===== config.mk =====
export PLATFORM = sky130hd
export DESIGN_NAME = branchPredictor
export DESIGN_NICKNAME = d
export VERILOG_FILES = /design/src/bpPkg.sv /design/src/bimodalDir.sv /design/src/branchPredictor.sv /design/src/gshareDir.sv /design/src/satCounterTable.sv /design/src/tournamentChooser.sv
export VERILOG_INCLUDE_DIRS = /design/src /design/src/src
export SDC_FILE = /design/constraint.sdc
export NUM_CORES = 2
export LEC_CHECK = 0
export BUFFER_PORTS_ARGS = -buffer_cell sky130_fd_sc_hd__buf_2
export CAP_MARGIN = 20
export CORE_AREA = 2 2 282 340
export DETAILED_ROUTE_END_ITERATION = 12
export DIE_AREA = 0 0 284 342
export PLACE_DENSITY_LB_ADDON = 0.25
export RECOVER_POWER = 25
export SYNTH_ARGS = -nofsm -noshare
export SYNTH_HDL_FRONTEND = slang
export SYNTH_SLANG_ARGS = --single-unit

===== constraint.sdc =====
create_clock -name clk -period 3.1 [get_ports clk]
set_input_delay 0.155 -clock clk [delete_from_list [all_inputs] [get_ports clk]]
set_output_delay 0.155 -clock clk [all_outputs]
set_load 0.02 [all_outputs]

===== src/bp_defs.svh =====
`ifndef BP_DEFS_SVH
`define BP_DEFS_SVH

// Length of the global history register
// This is also the width of the gshare table index
`define BP_GHR_BITS 8

// Index width shared by the bimodal table and the chooser table
`define BP_PC_IDX_BITS 6

// Width of a fetch or resolve PC
`define BP_PC_BITS 32

`endif


===== src/bpPkg.sv =====
package bpPkg;

`include "bp_defs.svh"

  // Two-bit saturating counter
  // The upper bit is the taken/not-taken prediction
  typedef enum logic [1:0] {
    strongNotTaken = 2'b00,
    weakNotTaken   = 2'b01,
    weakTaken      = 2'b10,
    strongTaken    = 2'b11
  } ctr2T;

  // Global history, newest outcome in the top bit
  // Older outcomes move toward bit 0 on every shift
  typedef logic [`BP_GHR_BITS-1:0] ghrT;

  // Program counter of a branch
  typedef logic [`BP_PC_BITS-1:0] pcT;

endpackage


===== src/bimodalDir.sv =====
`timescale 1ns/1ps

`include "bp_defs.svh"

module bimodalDir (
  input  logic      clk,
  input  logic      rstN,
  input  bpPkg::pcT lookupPc,
  input  logic      resolveValid,
  input  bpPkg::pcT resolvePc,
  input  logic      resolveTaken,
  output logic      bimodalTaken,
  output logic      bimodalResolveTaken
);
  import bpPkg::*;

  localparam int idxBits = `BP_PC_IDX_BITS;

  ctr2T lookupCtr;
  ctr2T resolveCtr;

  // Indexed by PC word bits only, so each branch learns its own bias
  // No history is involved and aliasing is purely by address
  satCounterTable #(
    .idxBits  (idxBits),
    .resetCtr (weakNotTaken)
  ) bhtTable (
    .clk      (clk),
    .rstN     (rstN),
    .rdIdx    (lookupPc[idxBits+1:2]),
    .updIdx   (resolvePc[idxBits+1:2]),
    .updValid (resolveValid),
    .updTaken (resolveTaken),
    .updWrite (1'b1),
    .rdCtr    (lookupCtr),
    .updCtr   (resolveCtr)
  );

  assign bimodalTaken        = lookupCtr[1];
  // The resolve-side opinion lets the chooser see who would have been right
  assign bimodalResolveTaken = resolveCtr[1];

endmodule


===== src/branchPredictor.sv =====
`timescale 1ns/1ps

module branchPredictor (
  input  logic       clk,
  input  logic       rstN,
  input  logic       lookupValid,
  input  bpPkg::pcT  lookupPc,
  input  logic       resolveValid,
  input  bpPkg::pcT  resolvePc,
  input  logic       resolveTaken,
  input  logic       resolvePredTaken,
  input  bpPkg::ghrT resolveGhr,
  output logic       predTaken,
  output bpPkg::ghrT predGhr,
  output logic       mispredict
);

  // Component predictions at lookup and at resolve
  logic gshareTaken;
  logic gshareResolveTaken;
  logic bimodalTaken;
  logic bimodalResolveTaken;

  // The final prediction is shifted into the history, not gshare's own answer
  // No loop forms since gshareTaken only depends on the history and lookupPc
  gshareDir gshareDir_i (
    .clk                (clk),
    .rstN               (rstN),
    .lookupValid        (lookupValid),
    .lookupPc           (lookupPc),
    .finalTaken         (predTaken),
    .resolveValid       (resolveValid),
    .resolvePc          (resolvePc),
    .resolveTaken       (resolveTaken),
    .resolvePredTaken   (resolvePredTaken),
    .resolveGhr         (resolveGhr),
    .gshareTaken        (gshareTaken),
    .ghr                (predGhr),
    .gshareResolveTaken (gshareResolveTaken),
    .mispredict         (mispredict)
  );

  bimodalDir bimodalDir_i (
    .clk                 (clk),
    .rstN                (rstN),
    .lookupPc            (lookupPc),
    .resolveValid        (resolveValid),
    .resolvePc           (resolvePc),
    .resolveTaken        (resolveTaken),
    .bimodalTaken        (bimodalTaken),
    .bimodalResolveTaken (bimodalResolveTaken)
  );

  tournamentChooser tournamentChooser_i (
    .clk                 (clk),
    .rstN                (rstN),
    .lookupPc            (lookupPc),
    .gshareTaken         (gshareTaken),
    .bimodalTaken        (bimodalTaken),
    .resolveValid        (resolveValid),
    .resolvePc           (resolvePc),
    .resolveTaken        (resolveTaken),
    .gshareResolveTaken  (gshareResolveTaken),
    .bimodalResolveTaken (bimodalResolveTaken),
    .predTaken           (predTaken)
  );

endmodule


===== src/gshareDir.sv =====
`timescale 1ns/1ps

`include "bp_defs.svh"

module gshareDir (
  input  logic        clk,
  input  logic        rstN,
  input  logic        lookupValid,
  input  bpPkg::pcT   lookupPc,
  input  logic        finalTaken,
  input  logic        resolveValid,
  input  bpPkg::pcT   resolvePc,
  input  logic        resolveTaken,
  input  logic        resolvePredTaken,
  input  bpPkg::ghrT  resolveGhr,
  output logic        gshareTaken,
  output bpPkg::ghrT  ghr,
  output logic        gshareResolveTaken,
  output logic        mispredict
);
  import bpPkg::*;

  localparam int ghrBits = `BP_GHR_BITS;

  logic [ghrBits-1:0] lookupIdx;
  logic [ghrBits-1:0] resolveIdx;
  ctr2T               lookupCtr;
  ctr2T               resolveCtr;
  ghrT                repairGhr;

  // History XOR PC word bits with PC bit 1 folded into the top index bit
  function automatic logic [ghrBits-1:0] hashIdx(ghrT hist, pcT pc);
    return hist ^ {pc[ghrBits+1] ^ pc[1], pc[ghrBits:2]};
  endfunction

  assign lookupIdx  = hashIdx(ghr, lookupPc);
  // Training must hit the entry the prediction came from, so use the snapshot
  assign resolveIdx = hashIdx(resolveGhr, resolvePc);

  satCounterTable #(
    .idxBits  (ghrBits),
    .resetCtr (weakNotTaken)
  ) phtTable (
    .clk      (clk),
    .rstN     (rstN),
    .rdIdx    (lookupIdx),
    .updIdx   (resolveIdx),
    .updValid (resolveValid),
    .updTaken (resolveTaken),
    .updWrite (1'b1),
    .rdCtr    (lookupCtr),
    .updCtr   (resolveCtr)
  );

  assign gshareTaken        = lookupCtr[1];
  assign gshareResolveTaken = resolveCtr[1];

  ////////////////////////////////////////////////////////////////////////////
  // Speculative history and repair
  ////////////////////////////////////////////////////////////////////////////

  assign mispredict = resolveValid && (resolveTaken != resolvePredTaken);

  // The snapshot with the real outcome shifted in is the correct history
  assign repairGhr = {resolveTaken, resolveGhr[ghrBits-1:1]};

  // A repair wins over a same-cycle lookup, whose shift is on the wrong path
  always_ff @(posedge clk) begin
    if (!rstN) begin
      ghr <= '0;
    end else if (mispredict) begin
      ghr <= repairGhr;
    end else if (lookupValid) begin
      ghr <= {finalTaken, ghr[ghrBits-1:1]};
    end
  end

  // The repair and the table training both rely on a fully known resolve
  resolveKnownA: assert property (
    @(posedge clk) disable iff (!rstN)
    resolveValid |-> !$isunknown({resolveTaken, resolvePredTaken, resolveGhr})
  ) else $error("gshareDir resolve with unknown outcome or history");

endmodule


===== src/satCounterTable.sv =====
`timescale 1ns/1ps

module satCounterTable #(
  parameter int          idxBits  = 6,
  parameter bpPkg::ctr2T resetCtr = bpPkg::weakNotTaken
) (
  input  logic               clk,
  input  logic               rstN,
  input  logic [idxBits-1:0] rdIdx,
  input  logic [idxBits-1:0] updIdx,
  input  logic               updValid,
  input  logic               updTaken,
  input  logic               updWrite,
  output bpPkg::ctr2T        rdCtr,
  output bpPkg::ctr2T        updCtr
);
  import bpPkg::*;

  localparam int depth = 2 ** idxBits;

  ctr2T ctrMem [depth];

  // One saturating step of a counter toward the observed direction
  function automatic ctr2T stepCtr(ctr2T cur, logic taken);
    ctr2T nxt;
    case (cur)
      strongNotTaken: nxt = taken ? weakNotTaken : strongNotTaken;
      weakNotTaken:   nxt = taken ? weakTaken    : strongNotTaken;
      weakTaken:      nxt = taken ? strongTaken  : weakNotTaken;
      default:        nxt = taken ? strongTaken  : weakTaken;
    endcase
    return nxt;
  endfunction

  // Both read ports are asynchronous
  // A lookup sees what was written up to the previous edge
  assign rdCtr  = ctrMem[rdIdx];
  assign updCtr = ctrMem[updIdx];

  ////////////////////////////////////////////////////////////////////////////
  // Training write port
  ////////////////////////////////////////////////////////////////////////////

  // The new value is derived from the counter read this same cycle
  always_ff @(posedge clk) begin
    if (!rstN) begin
      for (int i = 0; i < depth; i++) begin
        ctrMem[i] <= resetCtr;
      end
    end else if (updValid && updWrite) begin
      ctrMem[updIdx] <= stepCtr(updCtr, updTaken);
    end
  end

  // A write with an unknown index would corrupt an unpredictable entry
  updIdxKnownA: assert property (
    @(posedge clk) disable iff (!rstN)
    (updValid && updWrite) |-> !$isunknown(updIdx)
  ) else $error("satCounterTable write with unknown index");

endmodule


===== src/tournamentChooser.sv =====
`timescale 1ns/1ps

`include "bp_defs.svh"

module tournamentChooser (
  input  logic      clk,
  input  logic      rstN,
  input  bpPkg::pcT lookupPc,
  input  logic      gshareTaken,
  input  logic      bimodalTaken,
  input  logic      resolveValid,
  input  bpPkg::pcT resolvePc,
  input  logic      resolveTaken,
  input  logic      gshareResolveTaken,
  input  logic      bimodalResolveTaken,
  output logic      predTaken
);
  import bpPkg::*;

  localparam int idxBits = `BP_PC_IDX_BITS;

  ctr2T lookupCtr;
  logic gshareRight;
  logic bimodalRight;
  logic chooserWrite;

  ////////////////////////////////////////////////////////////////////////////
  // Selection at lookup
  ////////////////////////////////////////////////////////////////////////////

  // Upper bit set means gshare is trusted for this PC
  assign predTaken = lookupCtr[1] ? gshareTaken : bimodalTaken;

  ////////////////////////////////////////////////////////////////////////////
  // Training at resolve
  ////////////////////////////////////////////////////////////////////////////

  assign gshareRight  = (gshareResolveTaken == resolveTaken);
  assign bimodalRight = (bimodalResolveTaken == resolveTaken);

  // When both were right or both wrong there is nothing to learn
  assign chooserWrite = gshareRight ^ bimodalRight;

  // Stepping up moves trust toward gshare
  // Out of reset the chooser leans weakly toward gshare
  satCounterTable #(
    .idxBits  (idxBits),
    .resetCtr (weakTaken)
  ) chooserTable (
    .clk      (clk),
    .rstN     (rstN),
    .rdIdx    (lookupPc[idxBits+1:2]),
    .updIdx   (resolvePc[idxBits+1:2]),
    .updValid (resolveValid),
    .updTaken (gshareRight),
    .updWrite (chooserWrite),
    .rdCtr    (lookupCtr),
    .updCtr   ()
  );

  // Training needs both component opinions and the outcome to be known
  trainKnownA: assert property (
    @(posedge clk) disable iff (!rstN)
    resolveValid |-> !$isunknown({resolveTaken, gshareResolveTaken, bimodalResolveTaken})
  ) else $error("tournamentChooser trained with unknown component opinions");

endmodule


==> impl_metrics.csv <==
group,metric,value,unit
worst_setup_path,slowest_stage,"mux4_2",
grt,grt-ovfl-total,0,
sta,holdWs,181,ps
power,vdd_drop_max,0.439,mV
floorplanning,die_y,342,microns
placed_design,detailed_place_hpwl,86.6,mm
yosys,synthCells,3496,
sta,skew,40.5,ps
yosys,synth_top_area_share,55.1,%
placed_design,io_buffers,41,
worst_setup_path,required,2940,ps
floorplanning,initial_utilization,44.4,%
cts,cts_made_buffers,79,
yosys,syn_area,0.0418,sq mm
sta,worst_slack,-695,ps
final_layout,stdcell_area,0.0529,sq mm
floorplanning,ios,88,
yosys,synth_top_family_by_area,"simple AND/OR/NAND/NOR gates",
cts,path_clk_slew,60,ps
floorplanning,coreArea,0.0943,sq mm
cts,cts_tree,"yes",
worst_setup_path,path_cells,"xor2_4 > buf_12 > buf_12 > mux4_2 > mux4_2 > mux2_4 > o2111ai_2 > and3_4 > a21oi_4 > buf_6",
floorplanning,dieArea,0.0971,sq mm
yosys,yosys.area_share.simple,18.4,%
worst_setup_path,worstSetupStartpointType,"flip-flop",
placed_design,place_area,0.0458,sq mm
grt,grt_max_degree,166,
routing,routedWlPerCell,28.7,microns
power,p_leak,17.1,nW
worst_hold_path,hold_end,"gshareDir_i.ghr[7]",
routing,via_per_inst,6.45,
placed_design,gp_congestion,0.959,
routing,totalWireLength,146,mm
status,status,"complete, but fails checks",
yosys,synth_compound_area_share,6.76,%
sta,tightest_slew,1720,ps
placed_design,post-place-ws,-914,ps
sta,period_minus_slack,3790,ps
yosys,yosys_warnings,0,
final_layout,nets,3855,
cts,clock_sinks,776,
yosys,synth_top_cell_by_area,"edfxtp_1",
worst_hold_path,whs_path_depth,4,
sta,hold_viol,0,
routing,vias,32900,
yosys,synthTopCellsByArea,"edfxtp_1 (55%), mux4_2 (13%), nand2_1 (6.5%)",
yosys,yosysSeqAreaShare,55.5,%
worst_setup_path,worst-path-buf-inv,3,
yosys,syn_area_per_cell,12.0,sq um
routing,drt-initial-drc-count,4677,
worst_setup_path,arrival,3640,ps
routing,postRouteAntennaNets,0,
worst_setup_path,r2r_cells,17,
worst_setup_path,r2r-start,"bimodalDir_i.bhtTable.ctrMem[6][1]",
sta,setup_viol,826,
cts,clk_latency,660,ps
grt,antenna_found_initial,2,
yosys,synth_edf_count,768,
routing,drc,0,
cts,cts_root_buffer,"clkbuf_16",
yosys,async_flop_share,0,%
power,power_density,605,mW/mm^2
yosys,synth_flop_cell,"edfxtp_1",
cts,clockBufferDepth,3,
worst_setup_path,critPathTopFamily,"multiplexers",
worst_setup_path,r2r-end,"tournamentChooser_i.chooserTable.ctrMem[0][0]",
grt,grtUsageTotal,28.9,%
grt,grt_pass1_wl,208,mm
cts,htree_levels,3,
worst_setup_path,path_class,"reg2out",
routing,drt-pass1-iter-count,8,
worst_setup_path,critPathMaxFanout,7,
job,cap_violations,1,
sta,finalCritPeriodShare,122,%
worst_hold_path,min_path_type,"in2reg",
yosys,synth_adder_area_share,0.102,%
worst_setup_path,cpPeakStageDelay,560,ps
yosys,synth-xor-area-share,0.748,%
floorplanning,rows,124,
sta,rsz0062_at_grt,"true",
worst_setup_path,reg2reg_slack,-630,ps
grt,grt_pass1_vias,31800,
yosys,synth_nets,3574,
status,violations,"max-capacitance violations, max-slew violations, negative setup slack",
worst_hold_path,min-delay-start,"resolveTaken",
worst_setup_path,endpoint_kind,"primary output",
sta,maxSlewHeadroom,-14.5,%
yosys,synth_cell_types,70,
floorplanning,fp.dieW,284,microns
yosys,ys_ff_latch,776,
final_layout,drive_gt1_share,36.3,%
final_layout,syn2layout_area_growth,26.4,%
sta,drv_slew,128,
yosys,synth.mux.area_fraction,13.8,%
sta,fmax,0.264,GHz
==> stage by stage <==
step                      util [%]  total power [W]  cells  TNS (ps)
after floorplan                  -           0.0158   3496      -480
after global routing          56.1           0.0326   5097   -241620
after detailed placement      48.5           0.0180   4804   -629550
final                         56.1           0.0320   5097   -163750
after global placement        48.5           0.0179   4804   -618660
after CTS                     54.7           0.0307   5052    -97290
==> how the worst max path moves through the flow <==
stage                     slack (ps)                                              to               start  cells past startpoint
final                           -690                                       predTaken  gshareDir_i.ghr[0]                     10
after global routing            -730                                       predTaken  gshareDir_i.ghr[0]                     10
after CTS                       -680                                       predTaken  gshareDir_i.ghr[0]                     13
after detailed placement        -910  tournamentChooser_i.chooserTable.ctrMem[32][0]        resolvePc[2]                     17
after global placement          -910   tournamentChooser_i.chooserTable.ctrMem[8][1]        resolvePc[2]                     15
after floorplan                  -20   tournamentChooser_i.chooserTable.ctrMem[0][1]        resolvePc[4]                     12
==> synthesized netlist by cell type (all sizes together), types with 7 or more instances <==
cell	count
edfxtp	768
nand2	728
nor2	451
nand3	300
mux4	239
clkbuf	233
buf	141
o21ai	121
a22oi	100
a21oi	73
o22ai	51
mux2i	31
o21bai	26
nor3	24
nand4	23
xor2	16
a22o	14
xnor2	14
o41ai	9
dfxtp	8
a211oi	7
a221oi	7
inv	7
mux2	7
o211a	7
==> layout make-up <==
| class | count | area, sq um |
|---|---|---|
| Antenna cell | 1 | 2.50 |
| Sequential cell | 776 | 23200 |
| Inverter | 7 | 26.3 |
| Fill cell | 7513 | 41500 |
| Tap cell | 1260 | 1580 |
| Multi-Input combinational cell | 2339 | 18600 |
| Clock inverter | 42 | 493 |
| Timing Repair Buffer | 574 | 6810 |
| Clock buffer | 98 | 2130 |
==> flip-flops by register name, summed over array words and instances (netlist names) <==
register                                 count
gshareDir_i.phtTable.ctrMem                512
tournamentChooser_i.chooserTable.ctrMem    128
gshareDir_i.ghr                              8
bimodalDir_i.bhtTable.ctrMem               128
==> power by group <==
group | leakage (nW) | internal [W] | switching [W]
sequential | 6.82 | 0.0117 | 0.000147
clock | 1.28 | 0.00580 | 0.00423
combinational | 9.05 | 0.00430 | 0.00577
total | 17.1 | 0.0218 | 0.0101
==> per-layer routing <==
| metal | up-vias | wire (microns) | part of all wire, % | track usage, % |
|---|---|---|---|---|
| li1 | 13600 | - | - | - |
| met1 | 16400 | 51600 | 35 | 37.3 |
| met2 | 2351 | 68600 | 47 | 46.0 |
| met3 | 555 | 17100 | 12 | 6.38 |
| met4 | 2 | 8810 | 6.0 | 15.0 |
| met5 | - | 13 | 0.0089 | 0 |
==> what timing repair did <==
item                                   in CTS  in global routing
endpoints found under the hold margin      76                  0
setup endpoints to repair                 705                896
gates cloned                               39                 31
resized for setup                         420                188
hold buffers                                9                  0
pin swaps                                  87                 61
buffers inserted                           63                 38
==> cell usage in the layout (no fill, tap or decap), drive strengths merged, types with 14 or more instances in the layout <==
cell    netlist  layout
edfxtp      768     768
nand2       728     728
buf         141     518
nor2        451     451
nand3       300     300
mux4        239     239
clkbuf      233     145
o21ai       121     121
a22oi       100     100
a21oi        73      73
o22ai        51      51
mux2i        31      31
o21bai       26      26
clkinv        0      25
nor3         24      24
nand4        23      23
xor2         16      16
a22o         14      14
xnor2        14      14
==> worst reg2reg max path, delay by kind of cell (launching register included) <==
kind | cells | cell delay (ps)
buffers and inverters | 10 | 1320
AOI/OAI and AO/OA | 4 | 1060
and+or+nand+nor | 2 | 490
DFF | 1 | 440
xor gates and xnor gates | 1 | 120
==> logic make-up (layout without fill, tap and decap cells) <==
family	after synthesis	count (layout)
and+or+nand+nor	1586	1586
DFF	776	776
AOI/OAI and AO/OA	441	441
buffers and inverters	381	721
muxes	277	277
xor gates and xnor gates	31	31
adders and majority gates	4	4
other	0	1
Note: power is estimated with default switching activity, not from simulation.
